## config.mk

```make
export PLATFORM = sky130hd
export DESIGN_NAME = viterbi_decoder
export DESIGN_NICKNAME = d
export VERILOG_FILES = /design/src/design/vit_ctrl_pkg.sv /design/src/design/vit_code_pkg.sv /design/src/design/viterbi_decoder.sv /design/src/design/traceback.sv /design/src/design/survivor_memory.sv /design/src/design/add_compare_select.sv /design/src/design/branch_metric.sv /design/src/design/vit_control.sv
export SDC_FILE = /design/constraint.sdc
export NUM_CORES = 1
export LEC_CHECK = 0
export BUFFER_PORTS_ARGS = -buffer_cell sky130_fd_sc_hd__buf_2
export CORE_AREA = 2 2 175 177
export CTS_BUF_LIST = sky130_fd_sc_hd__clkbuf_2 sky130_fd_sc_hd__clkbuf_4 sky130_fd_sc_hd__clkbuf_8
export DETAILED_ROUTE_END_ITERATION = 12
export DIE_AREA = 0 0 177 179
export PLACE_DENSITY = 0.59
export SLEW_MARGIN = 10
export SYNTH_ARGS = -nofsm -noshare
export SYNTH_HDL_FRONTEND = slang
export SYNTH_SLANG_ARGS = --single-unit
```

## constraint.sdc

```tcl
create_clock -name clk -period 9.44 [get_ports clk]
set_input_delay 0.472 -clock clk [delete_from_list [all_inputs] [get_ports clk]]
set_output_delay 0.472 -clock clk [all_outputs]
set_load 0.005 [all_outputs]
```

## src/design/vit_ctrl_pkg.sv

```systemverilog
package vit_ctrl_pkg;

    localparam int PHASE_W = 2;

    // controller phases
    localparam logic [PHASE_W-1:0] PH_IDLE    = 2'd0;
    localparam logic [PHASE_W-1:0] PH_FORWARD = 2'd1;  // symbols in, bm + acs
    localparam logic [PHASE_W-1:0] PH_DRAIN   = 2'd2;  // last acs step
    localparam logic [PHASE_W-1:0] PH_BACK    = 2'd3;  // traceback walk

endpackage

```

## src/design/vit_code_pkg.sv

```systemverilog
package vit_code_pkg;

    // rate 1/2, K=3 code, generators 7 and 5 octal
    localparam int CONSTRAINT_LEN = 3;
    localparam int NUM_STATES = 4;
    localparam int STATE_W = 2;     // state = {newest bit, older bit}

    // generator taps line up with {u, s[1], s[0]}
    localparam logic [CONSTRAINT_LEN-1:0] GEN_A = 3'o7;     // first code bit, i_sym[1]
    localparam logic [CONSTRAINT_LEN-1:0] GEN_B = 3'o5;     // second code bit, i_sym[0]

    // path metrics
    localparam int PM_W = 8;
    localparam int BM_W = 2;        // hamming distance 0..2

    // keeps the survivor path rooted in state 0
    localparam logic [PM_W-1:0] PM_INIT_BIAS = 8'd32;

endpackage
```

## src/design/viterbi_decoder.sv

```systemverilog
`timescale 1ns/10ps

module viterbi_decoder #(
    parameter int FRAME_LEN = 32
) (
    input  logic                 clk,
    input  logic                 rst,
    input  logic                 i_en,
    input  logic                 i_start,
    input  logic [1:0]           i_sym,      // {GEN_A bit, GEN_B bit}
    output logic                 o_busy,
    output logic                 o_done,
    output logic [FRAME_LEN-1:0] o_data      // bit 0 is the first message bit
);

    localparam int ADDR_W = $clog2(FRAME_LEN);

    logic                                en_bm;
    logic                                en_acs;
    logic                                en_tb;
    logic                                tb_first;
    logic [ADDR_W-1:0]                   wr_addr;
    logic [ADDR_W-1:0]                   rd_addr;
    logic [vit_code_pkg::BM_W-1:0]       bm0;
    logic [vit_code_pkg::BM_W-1:0]       bm1;
    logic [vit_code_pkg::BM_W-1:0]       bm2;
    logic [vit_code_pkg::BM_W-1:0]       bm3;
    logic [vit_code_pkg::NUM_STATES-1:0] dec;
    logic                                dec_valid;
    logic [vit_code_pkg::NUM_STATES-1:0] rd_dec;

    vit_control #(.FRAME_LEN(FRAME_LEN)) u_control (
        .clk(clk), .rst(rst), .i_en(i_en), .i_start(i_start),
        .o_busy(o_busy), .o_en_bm(en_bm), .o_en_acs(en_acs),
        .o_en_tb(en_tb), .o_tb_first(tb_first),
        .o_wr_addr(wr_addr), .o_rd_addr(rd_addr), .o_done(o_done)
    );

    branch_metric u_bm (
        .clk(clk), .rst(rst), .i_en(i_en), .i_en_bm(en_bm), .i_sym(i_sym),
        .o_bm0(bm0), .o_bm1(bm1), .o_bm2(bm2), .o_bm3(bm3)
    );

    // first bm cycle seeds the path metrics
    add_compare_select u_acs (
        .clk(clk), .rst(rst), .i_en(i_en), .i_en_acs(en_acs), .i_first(en_bm),
        .i_bm0(bm0), .i_bm1(bm1), .i_bm2(bm2), .i_bm3(bm3),
        .o_dec(dec), .o_dec_valid(dec_valid)
    );

    survivor_memory #(.FRAME_LEN(FRAME_LEN)) u_surv (
        .clk(clk), .rst(rst), .i_en(i_en), .i_wr(dec_valid),
        .i_wr_addr(wr_addr), .i_dec(dec),
        .i_rd_addr(rd_addr), .o_rd_dec(rd_dec)
    );

    traceback #(.FRAME_LEN(FRAME_LEN)) u_tb (
        .clk(clk), .rst(rst), .i_en(i_en), .i_en_tb(en_tb), .i_first(tb_first),
        .i_rd_addr(rd_addr), .i_rd_dec(rd_dec), .o_data(o_data)
    );

endmodule

```

## src/design/traceback.sv

```systemverilog
`timescale 1ns/10ps

module traceback #(
    parameter int FRAME_LEN = 32
) (
    input  logic                                clk,
    input  logic                                rst,
    input  logic                                i_en,
    input  logic                                i_en_tb,
    input  logic                                i_first,
    input  logic [$clog2(FRAME_LEN)-1:0]        i_rd_addr,
    input  logic [vit_code_pkg::NUM_STATES-1:0] i_rd_dec,
    output logic [FRAME_LEN-1:0]                o_data
);

    logic [vit_code_pkg::STATE_W-1:0] tb_state;
    logic [vit_code_pkg::STATE_W-1:0] cur_state;
    logic [FRAME_LEN-1:0]             frame;
    logic                             dec_bit;
    logic                             out_bit;
    logic                             last_step;

    // tail bits force the walk to begin in state 0
    assign cur_state = i_first ? '0 : tb_state;
    assign dec_bit   = i_rd_dec[cur_state];
    assign out_bit   = cur_state[vit_code_pkg::STATE_W-1];    // newest input bit
    assign last_step = (i_rd_addr == '0);

    always_ff @(posedge clk or negedge rst)
    begin
        if (!rst)
            tb_state <= '0;
        else if (i_en && i_en_tb)
            tb_state <= {cur_state[vit_code_pkg::STATE_W-2:0], dec_bit};  // predecessor
    end

    // working frame, filled from the top down
    always_ff @(posedge clk)
    begin
        if (i_en && i_en_tb)
            frame[i_rd_addr] <= out_bit;
    end

    // published in one go so the output stays stable between frames
    always_ff @(posedge clk or negedge rst)
    begin
        if (!rst)
            o_data <= '0;
        else if (i_en && i_en_tb && last_step)
            o_data <= {frame[FRAME_LEN-1:1], out_bit};
    end

endmodule

```

## src/design/survivor_memory.sv

```systemverilog
`timescale 1ns/10ps

module survivor_memory #(
    parameter int FRAME_LEN = 32
) (
    input  logic                                clk,
    input  logic                                rst,
    input  logic                                i_en,
    input  logic                                i_wr,
    input  logic [$clog2(FRAME_LEN)-1:0]        i_wr_addr,
    input  logic [vit_code_pkg::NUM_STATES-1:0] i_dec,
    input  logic [$clog2(FRAME_LEN)-1:0]        i_rd_addr,
    output logic [vit_code_pkg::NUM_STATES-1:0] o_rd_dec
);

    // one decision word per trellis step
    logic [vit_code_pkg::NUM_STATES-1:0] mem [FRAME_LEN];

    always_ff @(posedge clk)
    begin
        if (i_en && i_wr)
            mem[i_wr_addr] <= i_dec;
    end

    assign o_rd_dec = mem[i_rd_addr];   // async read for traceback

    a_wr_in_range: assert property (@(posedge clk) disable iff (!rst)
        (i_en && i_wr) |-> (int'(i_wr_addr) < FRAME_LEN));

endmodule

```

## src/design/add_compare_select.sv

```systemverilog
`timescale 1ns/10ps

module add_compare_select (
    input  logic                                clk,
    input  logic                                rst,
    input  logic                                i_en,
    input  logic                                i_en_acs,
    input  logic                                i_first,
    input  logic [vit_code_pkg::BM_W-1:0]       i_bm0,
    input  logic [vit_code_pkg::BM_W-1:0]       i_bm1,
    input  logic [vit_code_pkg::BM_W-1:0]       i_bm2,
    input  logic [vit_code_pkg::BM_W-1:0]       i_bm3,
    output logic [vit_code_pkg::NUM_STATES-1:0] o_dec,
    output logic                                o_dec_valid
);

    logic [vit_code_pkg::PM_W-1:0] pm     [vit_code_pkg::NUM_STATES];
    logic [vit_code_pkg::PM_W-1:0] pm_nxt [vit_code_pkg::NUM_STATES];
    logic [vit_code_pkg::BM_W-1:0] bm     [vit_code_pkg::NUM_STATES];

    // encoder output for shift register contents {u, s[1], s[0]}
    function automatic logic [1:0] code_sym(
        input logic [vit_code_pkg::CONSTRAINT_LEN-1:0] sr
    );
        code_sym = {^(sr & vit_code_pkg::GEN_A), ^(sr & vit_code_pkg::GEN_B)};
    endfunction

    assign bm[0] = i_bm0;
    assign bm[1] = i_bm1;
    assign bm[2] = i_bm2;
    assign bm[3] = i_bm3;

    // state ns = {u, b} is reached from {b, 0} and {b, 1}
    always_comb
    begin
        logic [vit_code_pkg::STATE_W-1:0] ns;
        logic [vit_code_pkg::STATE_W-1:0] p0;
        logic [vit_code_pkg::STATE_W-1:0] p1;
        logic [vit_code_pkg::PM_W-1:0]    c0;
        logic [vit_code_pkg::PM_W-1:0]    c1;
        for (int s = 0; s < vit_code_pkg::NUM_STATES; s++)
        begin
            ns = vit_code_pkg::STATE_W'(s);
            p0 = {ns[0], 1'b0};
            p1 = {ns[0], 1'b1};
            c0 = pm[p0] + vit_code_pkg::PM_W'(bm[code_sym({ns[1], p0})]);
            c1 = pm[p1] + vit_code_pkg::PM_W'(bm[code_sym({ns[1], p1})]);
            o_dec[s]  = (c1 < c0);     // tie keeps p0
            pm_nxt[s] = (c1 < c0) ? c1 : c0;
        end
    end

    assign o_dec_valid = i_en_acs;

    always_ff @(posedge clk or negedge rst)
    begin
        if (!rst)
        begin
            for (int s = 0; s < vit_code_pkg::NUM_STATES; s++)
                pm[s] <= '0;
        end
        else if (i_en)
        begin
            if (i_en_acs)
            begin
                pm <= pm_nxt;
            end
            else if (i_first)
            begin
                // first bm cycle, encoder known to start in state 0
                for (int s = 0; s < vit_code_pkg::NUM_STATES; s++)
                    pm[s] <= (s == 0) ? '0 : vit_code_pkg::PM_INIT_BIAS;
            end
        end
    end

    for (genvar g = 0; g < vit_code_pkg::NUM_STATES; g++)
    begin : g_pm_chk
        a_pm_no_sat: assert property (@(posedge clk) disable iff (!rst)
            (i_en && i_en_acs) |=> (pm[g] != '1));
    end

endmodule

```

## src/design/branch_metric.sv

```systemverilog
`timescale 1ns/10ps

module branch_metric (
    input  logic                          clk,
    input  logic                          rst,
    input  logic                          i_en,
    input  logic                          i_en_bm,
    input  logic [1:0]                    i_sym,
    output logic [vit_code_pkg::BM_W-1:0] o_bm0,
    output logic [vit_code_pkg::BM_W-1:0] o_bm1,
    output logic [vit_code_pkg::BM_W-1:0] o_bm2,
    output logic [vit_code_pkg::BM_W-1:0] o_bm3
);

    // hard decision distance between two code symbols
    function automatic logic [vit_code_pkg::BM_W-1:0] hamming(
        input logic [1:0] a,
        input logic [1:0] b
    );
        logic [1:0] diff;
        diff = a ^ b;
        hamming = vit_code_pkg::BM_W'(diff[1]) + vit_code_pkg::BM_W'(diff[0]);
    endfunction

    always_ff @(posedge clk or negedge rst)
    begin
        if (!rst)
        begin
            o_bm0 <= '0;
            o_bm1 <= '0;
            o_bm2 <= '0;
            o_bm3 <= '0;
        end
        else if (i_en && i_en_bm)
        begin
            // o_bmN is the distance to code symbol N
            o_bm0 <= hamming(i_sym, 2'd0);
            o_bm1 <= hamming(i_sym, 2'd1);
            o_bm2 <= hamming(i_sym, 2'd2);
            o_bm3 <= hamming(i_sym, 2'd3);
        end
    end

endmodule

```

## src/design/vit_control.sv

```systemverilog
`timescale 1ns/10ps

module vit_control #(
    parameter int FRAME_LEN = 32
) (
    input  logic                         clk,
    input  logic                         rst,
    input  logic                         i_en,
    input  logic                         i_start,
    output logic                         o_busy,
    output logic                         o_en_bm,
    output logic                         o_en_acs,
    output logic                         o_en_tb,
    output logic                         o_tb_first,
    output logic [$clog2(FRAME_LEN)-1:0] o_wr_addr,
    output logic [$clog2(FRAME_LEN)-1:0] o_rd_addr,
    output logic                         o_done
);

    localparam int ADDR_W = $clog2(FRAME_LEN);
    localparam int CNT_W = $clog2(FRAME_LEN + 1);   // drain step reaches FRAME_LEN

    logic [vit_ctrl_pkg::PHASE_W-1:0] phase;
    logic [CNT_W-1:0]                 cnt;
    logic                             last_step;
    logic                             done;

    assign last_step = (cnt == CNT_W'(FRAME_LEN - 1));

    always_ff @(posedge clk or negedge rst)
    begin
        if (!rst)
        begin
            phase <= vit_ctrl_pkg::PH_IDLE;
            cnt   <= '0;
            done  <= 1'b0;
        end
        else if (i_en)
        begin
            done <= 1'b0;
            case (phase)
                vit_ctrl_pkg::PH_IDLE:
                begin
                    cnt <= '0;
                    if (i_start)
                        phase <= vit_ctrl_pkg::PH_FORWARD;
                end
                vit_ctrl_pkg::PH_FORWARD:
                begin
                    cnt <= cnt + 1'b1;  // runs on into drain
                    if (last_step)
                        phase <= vit_ctrl_pkg::PH_DRAIN;
                end
                vit_ctrl_pkg::PH_DRAIN:
                begin
                    cnt   <= '0;
                    phase <= vit_ctrl_pkg::PH_BACK;
                end
                default:
                begin
                    if (last_step)
                    begin
                        cnt   <= '0;
                        done  <= 1'b1;
                        phase <= vit_ctrl_pkg::PH_IDLE;
                    end
                    else
                    begin
                        cnt <= cnt + 1'b1;
                    end
                end
            endcase
        end
    end

    assign o_busy   = (phase != vit_ctrl_pkg::PH_IDLE);
    assign o_en_bm  = (phase == vit_ctrl_pkg::PH_FORWARD);
    // acs trails bm by one step
    assign o_en_acs = ((phase == vit_ctrl_pkg::PH_FORWARD) && (cnt != '0)) ||
                      (phase == vit_ctrl_pkg::PH_DRAIN);
    assign o_wr_addr = ADDR_W'(cnt - 1'b1);
    assign o_en_tb    = (phase == vit_ctrl_pkg::PH_BACK);
    assign o_tb_first = (phase == vit_ctrl_pkg::PH_BACK) && (cnt == '0);
    assign o_rd_addr  = ADDR_W'(CNT_W'(FRAME_LEN - 1) - cnt);   // newest step first
    assign o_done = done;

    a_bm_tb_excl: assert property (@(posedge clk) disable iff (!rst)
        !(o_en_bm && o_en_tb));

endmodule

```

-- Yosys cells after proc, flatten, opt, wreduce, memory -nomap -nowiden
Memory sizes are Yosys's and may differ from the RTL's.
Cells that the tools add are included.
- register bits: 115
- RAM bits: 128
- input bits: 6
- output and inout port bits: 34
- memories kept: 1
- memory list (memory ; depth ; width ; read ports ; clocked after Yosys merged registers in ; wr ports ; line ; text):
    u_surv.mem ; 32 ; 4 ; 1 ; 0 ; 1 ; survivor_memory.sv:17 ; logic [vit_code_pkg::NUM_STATES-1:0] mem [FRAME_LEN];
- add/subtract/negate cells: 15
- $lt $le $gt $ge: 7
- eq/ne operators: 6
- muxes and demuxes: 22
- bitwise gates (word level): 3
- reduce and logical (&&, ||, !) cells: 19
- operator list (kind ; count):
    $add 8x2->8 ; 8
    $mux 32 ; 2
    $bwmux 32 ; 1
    $lt 8x8->1 ; 4
    $mux 8 ; 4
    $pmux 6 s2 ; 1
    $add 1x1->2 ; 4
    $mux 2 ; 4
    $logic_and 1x1->1 ; 7
    $add 6x1->6 const B ; 1
    $eq 6x5->1 const B ; 1
    $logic_not 6->1 ; 1
    $lt 5x6->1 const B ; 1
    $mux 1 ; 6
    $mux 6 ; 1
    $pmux 2 s3 ; 1
    $reduce_bool 6->1 ; 1
    $demux 1 s5 ; 1
    $ge 5x1->1 const B ; 1
    $logic_not 5->1 ; 1
    $sub 5x1->5 const B ; 1
    $sub 5x5->5 const A ; 1
    $eq 2x2->1 const B ; 2
    $ne 2x2->1 const B ; 2
    13 further kinds ; 15

-- Logic depth before layout (Yosys ltp)
Gate-level depths: netlist of run 1.
- depth after elaboration: 6
- mapped depth: 13
- mapped depth without buffers: 12

-- Modules after synthesis
A second synthesis of run 1 with hierarchy kept.
- cells, all modules: 853
- area, all modules: 11949.0 sq um
- modules (own cells, without submodules) (module ; times used ; cells an instance ; area each (sq um)):
    survivor_memory ; 1 ; 228 ; 5063.6
    add_compare_select ; 1 ; 373 ; 3311.9
    traceback ; 1 ; 159 ; 2627.5
    vit_control ; 1 ; 71 ; 649.4
    branch_metric ; 1 ; 22 ; 296.5

-- Worst setup path after synthesis of run 1
OpenSTA, ideal clock, no wires.
- path kind: flip-flop to flip-flop
- from: reg u_bm.o_bm1[1] (netlist name)
- to: mem u_surv.mem[0][1] (netlist name) (data pin)
- arrival time: 2754 ps
- setup slack: 6415 ps
- cell stages (with the launch flop): 13
- path buffers: 1
- clock period less this slack: 3025 ps
- cell sequence: dfrtp_1 ha_1 a21o_1 nand4_1 xor2_1 inv_1 ha_1 a21o_1 a21o_1 a21oi_1 o211ai_1 clkbuf_1 inv_1
- longest elaborated chain between the ends: 2
- ends and longest elaborated chain (element ; line ; text):
    from (decl) ; branch_metric.sv:10 ; output logic [vit_code_pkg::BM_W-1:0] o_bm1,
    from (signal assigned) ; branch_metric.sv:38 ; o_bm1 <= hamming(i_sym, 2'd1);
    $add 8x2->8 ; add_compare_select.sv:47 ; c1 = pm[p1] + vit_code_pkg::PM_W'(bm[code_sym({ns[1], p1})]);
    $lt 8x8->1 ; add_compare_select.sv:48 ; o_dec[s] = (c1 < c0);
    named net dec, one bit ; viterbi_decoder.sv:28 ; logic [vit_code_pkg::NUM_STATES-1:0] dec;
    to (decl) ; survivor_memory.sv:17 ;
The timed path passes the listed nets, and every way through them passes these cells.

-- Final worst setup path of run 1
- from: reg u_bm.o_bm2[1] (netlist name)
- to: mem u_surv.mem[9][1] (netlist name) (data pin)
- longest elaborated chain between the ends: 2
- ends and longest elaborated chain (element ; line ; text):
    from (decl) ; branch_metric.sv:11 ; output logic [vit_code_pkg::BM_W-1:0] o_bm2,
    from (signal assigned) ; branch_metric.sv:39 ; o_bm2 <= hamming(i_sym, 2'd2);
    $add 8x2->8 ; add_compare_select.sv:46 ; c0 = pm[p0] + vit_code_pkg::PM_W'(bm[code_sym({ns[1], p0})]);
    $lt 8x8->1 ; add_compare_select.sv:48 ;
    named net dec, one bit ; viterbi_decoder.sv:28 ;
The timed path passes the listed nets, and every way through them passes these cells.

==> impl_metrics.tcl, run 1 <==
set metrics [dict create \
    p_seq_share_pct 38.7 \
    die_area_um2 31700 \
    skew_ns 0.0280 \
    p_int_mw 2.58 \
    ant_nets 0 \
    ioPinCount 40 \
    drcViolationCount 0 \
    rsz0062_at_grt "false" \
    cp-start-kind "flip-flop" \
    dp_hpwl_um 16700 \
    hold_viol 0 \
    syn_inst 925 \
    cts_buffers 40 \
    dr.pass1.iters 6 \
    min_to "u_bm.o_bm0[1]" \
    synth_top_area_cell "edfxtp_1" \
    cts_tree "built" \
    synth_fp_nets 993 \
    fp.dieH_um 179 \
    crit_slowest_cell "o211ai_1" \
    htreeDepth 2 \
    period_share_pct 43.1 \
    use_met2_pct 26.2 \
    fin_crit_ns 4.07 \
    slowest_delay_ns 0.88 \
    max_freq_ghz 0.246 \
    clkLatencyLatePin_ns 0.55 \
    yosysSeqAreaShare_pct 57.8 \
    switching_share_pct 35.8 \
    pre_cts_slack_ns 5.35 \
    ys_warn_count 0 \
    hold_path_depth 3 \
    met3_usage_pct 3.48 \
    fp.dieW_um 177 \
    r2r-end "u_surv.mem[9][1]" \
    grt_pass1_wl_um 40200 \
    yosysUniqueCellTypes 55 \
    cts_resized 0 \
    r2r_slack_ns 5.37 \
    seqCellArea_um2 6800 \
    synth_area_leaders "edfxtp_1 41%, dfrtp_1 17%, ha_1 5.7%, mux4_2 3.8%, mux2_2 3.6%" \
    via_count 7208 \
    use_met1_pct 22.4 \
    numClockSinks 240 \
    gp_congestion 0.817 \
    track_usage_pct 16.3 \
    area_delta_synth_final_pct 12.0 \
    antenna_cells 0 \
    via_per_inst 5.16 \
    cts-root-buf "clkbuf_8" \
    switchingPower_mw 1.44 \
    r2r-start "u_bm.o_bm2[1]" \
    grt.busiest_layer "met2" \
    crit_chain "ha_1 > a21oi_1 > nor2_1 > xnor2_1 > ha_1 > and4_1 > nand2_1 > o211ai_1 > inv_1" \
    min-delay-start "i_sym[1]" \
    synth_edf_count 159 \
    finish.net_count 1038 \
    clock_power_share_pct 24.1 \
    tightest_slew_ns 1.13 \
    outcome "complete, no violations" \
    drt_wl_total_um 25000 \
    p_comb_share_pct 37.2 \
    layout-drive-gt1-share_pct 19.3 \
    yosysTopAreaCellShare_pct 40.6 \
    synth_seq_cells 240 \
    critPathLaunch "u_bm.o_bm2[1]" \
    grt_pass1_vias 7249 \
    fp.coreArea_um2 30000 \
    fill_cells 2770 \
    slew_headroom_pct 24.3 \
    finalSetupViolations 0 \
    worstSetupPathType "flip-flop to flip-flop" \
    hold_class "input pin to flip-flop" \
    initial_core_util_pct 39.2 \
    multi_input_area_um2 4660 \
    maxSlewViolCount 0 \
    synth_area_um2 11800 \
    ff2ff_path_depth 9 \
    io_buffers 39 \
    ir_worst_vdd_mv 0.159 \
    grt-ovfl-total 0 \
    end_kind "flip-flop" \
    worstPathArrival_ns 4.12 \
    power_density_nw_per_um2 304 \
    crit_top_cell "ha_1" \
    synth_area_per_cell_um2 12.7 \
    wl_per_cell_um 17.9 \
    std_cell_rows 64 \
    fin_ws_ns 5.37 \
    clk_path_buf_depth 3 \
    grt_max_degree 61 \
    drv_cap 0 \
    grt_antenna_before_repair 0 \
    cp.required_ns 9.49 \
    drt-initial-drc-count 500 \
    fin_tns_setup_ns 0 \
    synth_top_flop_cell "edfxtp_1" \
    synth_async_sr_flop_share_pct 33.8 \
    clk_pin_slew_ns 0.05 \
    critPathMaxFanout 32 \
    leakagePower_nw 5.21 \
]
[how the worst max path moves through the flow]
stage	endpoint
floorplan	u_surv.mem[0][1]
global placement	u_surv.mem[7][1]
detailed placement	u_surv.mem[7][1]
CTS	u_surv.mem[2][1]
global route	u_surv.mem[2][1]
finish	u_surv.mem[9][1]
[power groups by stage]
stage                     Clock, mW  Sequential, mW  Combinational, mW
after floorplan                   0            1.53               1.11
after global placement            0            1.57               1.49
after detailed placement          0            1.57               1.50
after CTS                     0.999            1.55               1.51
after global routing           1.05            1.57               1.68
final                         0.969            1.55               1.49
[final cells by class]
cell class / instances / share of cell area, %
repair buffers: 49 / 2.09
clock buffers: 62 / 5.95
inverters: 21 / 0.598
flip-flops and latches: 240 / 51.6
multi-input cells: 618 / 35.4
clock inverters: 10 / 0.664
well taps: 396 / 3.76
[metrics by stage]
step | hold WS, ns | cells | cell area (um^2) | util (%) | power, mW
6_report | 0.341 | 1396 | 13200 | 43.9 | 4.01
3_5_place_dp | 0.384 | 1323 | 12300 | 41.0 | 3.08
4_1_cts | 0.313 | 1396 | 13200 | 43.9 | 4.06
3_3_place_gp | 0.383 | 1323 | 12300 | 41.0 | 3.06
2_1_floorplan | 0.176 | 925 | 11800 | - | 2.64
5_1_grt | 0.339 | 1396 | 13200 | 43.9 | 4.30
[cell families (layout without fill, tap and decap cells)]
| family | after synthesis | after routing | share of synthesized area (%) |
|---|---|---|---|
| DFF | 240 | 240 | 57.8 |
| muxes | 96 | 96 | 10.7 |
| AOI/OAI and AO/OA | 117 | 117 | 6.76 |
| and+or+nand+nor | 293 | 293 | 11.3 |
| adders and majority gates | 62 | 62 | 7.10 |
| xor gates and xnor gates | 50 | 50 | 3.72 |
| buffers and inverters | 67 | 142 | 2.61 |
[layout by cell type, fill, tap and decap left out, drive strengths merged, types with 3 or more instances in the layout]
| cell type | n |
|---|---|
| xnor2 | 27 |
| and4 | 4 |
| buf | 48 |
| ha | 54 |
| mux4 | 20 |
| or2 | 11 |
| clkinv | 6 |
| inv | 23 |
| a21oi | 19 |
| edfxtp | 159 |
| mux2i | 38 |
| clkbuf | 62 |
| nand4 | 13 |
| mux2 | 38 |
| nor2 | 105 |
| and2 | 15 |
| nand3 | 15 |
| a22oi | 5 |
| o22a | 4 |
| nor2b | 9 |
| a21o | 16 |
| nand2b | 6 |
| nand2 | 96 |
| o31ai | 11 |
| o21ai | 30 |
| nor3 | 3 |
| xor2 | 23 |
| dfrtp | 81 |
| o22ai | 7 |
| or3 | 7 |
| a32o | 12 |
| fa | 8 |
[registers in the layout, indices dropped and copies added, names as in the netlist]
name and count:
u_tb.frame 31, u_bm.o_bm1 1, u_tb.o_data 32, u_tb.tb_state 2, u_control.phase 2, u_bm.o_bm3 2, u_bm.o_bm2 2, u_bm.o_bm0 1
u_control.o_done 1, u_surv.mem 128, u_control.cnt 6, u_acs.pm 32
[worst max-delay path, delay by kind of cell, from the launching register on]
| family | cells | cell delay (ns) |
|---|---|---|
| compound gates | 2 | 1.17 |
| xor+xnor | 1 | 0.16 |
| fa+ha+maj | 2 | 0.63 |
| buf+inv | 1 | 0.78 |
| flops | 1 | 0.47 |
| simple gates | 3 | 0.38 |
[metal layers]
metal	routed length [um]	share of wire, %	vias up
met1	11700	47	3580
met4	417	1.7	0
met3	1170	4.7	38
met5	0	0	-
met2	11700	47	138
li1	-	-	3452
[cells in the mapped netlist, types with 3 or more instances]
cell        n
dfrtp_1    81
nor3_1      3
a22oi_1     5
and4_1      4
o22ai_1     7
a32o_1     12
and2_1     13
ha_1       54
mux2_2     38
mux2i_1    38
fa_1        8
nor2b_1     9
or2_2      11
a21oi_1    18
or3_1       6
a21o_1     16
xnor2_1    27
nand4_1    13
o21ai_0    30
edfxtp_1  159
o22a_1      4
buf_6       4
clkbuf_1   25
nand3_1    15
nor2_1    104
nand2b_1    6
mux4_2     20
buf_1       6
nand2_1    96
o31ai_1    11
buf_2       9
xor2_1     23
inv_1      21
[repair_timing]
item | in CTS | in global routing
setup buffers | 0 | 0
hold buffers | 1 | 0
endpoints found under the hold margin | 21 | 0
Power figures use the tool's default switching activity.
==> inputs of run 2 (changes only) <==
clock period = 4.1 ns   (was 9.44 ns; I/O delays follow)
==> impl_metrics.tcl, run 2 (synthesized netlist as in run 1, its figures left out) <==
set metrics [dict create \
    rsz0062_at_grt "false" \
    htreeDepth 2 \
    ir_worst_vdd_mv 0.392 \
    power_density_nw_per_um2 696 \
    largest_reg_flops 128 \
    cts_buffers 40 \
    via_per_inst 5.17 \
    grt_pass1_vias 7480 \
    cp-start-kind "flip-flop" \
    max_freq_ghz 0.284 \
    slowest_delay_ns 0.91 \
    fin_tns_setup_ns 0 \
    top_regs "u_surv.mem (128), u_acs.pm (32), u_tb.o_data (32)" \
    layout-drive-gt1-share_pct 19.4 \
    critPathTopFamily "adder cells" \
    finish.utilization_pct 43.8 \
    maxSlewViolCount 0 \
    grt_antenna_before_repair 0 \
    area_delta_synth_final_pct 11.8 \
    power_mw 9.16 \
    grt_max_degree 58 \
    drcViolationCount 0 \
    max_flop_register "u_surv.mem" \
    whs_ns 0.0763 \
    ioPinCount 40 \
    ff2ff_path_depth 10 \
    fin_ws_ns 0.580 \
    crit_slowest_cell "o211ai_1" \
    critPathMaxFanout 32 \
    leakagePower_nw 5.20 \
    dr.pass1.iters 5 \
    pre_cts_slack_ns 0.622 \
    period_share_pct 85.9 \
    numClockSinks 240 \
    antenna_cells 0 \
    cts-root-buf "clkbuf_8" \
    drt-initial-drc-count 539 \
    clk_path_buf_depth 3 \
    dp_hpwl_um 16900 \
    r2r_slack_ns 0.58 \
    met3_usage_pct 2.80 \
    die_area_um2 31700 \
    use_met1_pct 22.6 \
    end_kind "flip-flop" \
    std_cell_rows 64 \
    wl_per_cell_um 18.0 \
    clk_pin_slew_ns 0.06 \
    finish.net_count 1042 \
    fill_cells 2753 \
    gp_congestion 0.785 \
    ant_nets 0 \
    skew_ns 0.0303 \
    via_count 7226 \
    r2r-end "u_surv.mem[11][3]" \
    min-delay-start "i_en" \
    cp.required_ns 4.33 \
    track_usage_pct 16.6 \
    r2r-start "u_bm.o_bm2[0]" \
    slew_headroom_pct 21.0 \
    drv_cap 0 \
    use_met2_pct 27.1 \
    path_depth 10 \
    critPathLaunch "u_bm.o_bm2[0]" \
    fp.dieH_um 179 \
    cts_resized 0 \
    worstSetupPathType "flip-flop to flip-flop" \
    hold_class "input pin to flip-flop" \
    tightest_slew_ns 1.18 \
    finalSetupViolations 0 \
    clkLatencyLatePin_ns 0.55 \
    fin_crit_ns 3.52 \
    layout_common_cells "159 x edfxtp_1, 104 x nor2_1, 96 x nand2_1" \
    io_buffers 39 \
    crit_buf_inv 2 \
    cts_tree "built" \
    worstPathArrival_ns 3.75 \
    fp.dieW_um 177 \
    fp.coreArea_um2 30000 \
    grt-ovfl-total 0 \
    final_common_cell "edfxtp_1" \
    drt_wl_total_um 25200 \
    initial_core_util_pct 39.2 \
    grt.busiest_layer "met2" \
    grt_pass1_wl_um 41100 \
    outcome "complete, no violations" \
    hold_viol 0 \
    crit_end "u_surv.mem[11][3]" \
    crit_chain "ha_1 > fa_1 > nand2_1 > xor2_1 > ha_1 > and4_1 > nand2_1 > o211ai_1 > inv_1 > buf_4" \
]
## run 2: metal layers
metal | up-vias | wire length (um)
li1 | 3464 | -
met1 | 3554 | 11700
met2 | 166 | 11800
met3 | 42 | 1100
met4 | 0 | 525
met5 | - | 0
## run 2: worst min path at each step
stage                        to  slack [ns]  cells past startpoint
6_report       u_control.cnt[4]        0.08                      3
5_1_grt        u_control.cnt[0]        0.09                      3
3_3_place_gp       u_acs.pm[28]        0.32                      1
2_1_floorplan       u_acs.pm[0]       -0.09                      0
4_1_cts        u_control.cnt[4]        0.04                      3
3_5_place_dp       u_acs.pm[26]        0.33                      1
## run 2: final cells by class
cell class	count	area, um^2	area share, %
multi-input combinational	618	4660	35.4
inverter	21	78.8	0.599
clock inverter	11	88.8	0.675
clock buffer	60	726	5.51
timing repair buffer	53	305	2.32
sequential	240	6800	51.7
tap	396	495	3.76
## run 2: report_power, final
| part | switching [mW] | internal (mW) | total (mW) |
|---|---|---|---|
| Combinational | 2.14 | 1.33 | 3.47 |
| Sequential | 0.215 | 3.34 | 3.56 |
| Clock | 0.935 | 1.20 | 2.14 |
| Total | 3.29 | 5.87 | 9.16 |
## run 2: through the flow
stage          instances  instance area, um^2
3_3_place_gp        1327                12300
2_1_floorplan        925                11800
6_report            1399                13200
5_1_grt             1399                13200
4_1_cts             1399                13200
3_5_place_dp        1327                12300
## run 2: what timing repair did
| action | 4_1_cts | 5_1_grt |
|---|---|---|
| hold buffers | 1 | 0 |
| setup buffers | 0 | 0 |
| hold endpoints to repair | 56 | 0 |
## run 2: worst reg2reg max path, cell delays in order (launching register included)
cell and delay (ns):
dfrtp_1 0.40, ha_1 0.29, fa_1 0.46, nand2_1 0.10, xor2_1 0.09, ha_1 0.31, and4_1 0.20, nand2_1 0.06
o211ai_1 0.91, inv_1 0.11, buf_4 0.29
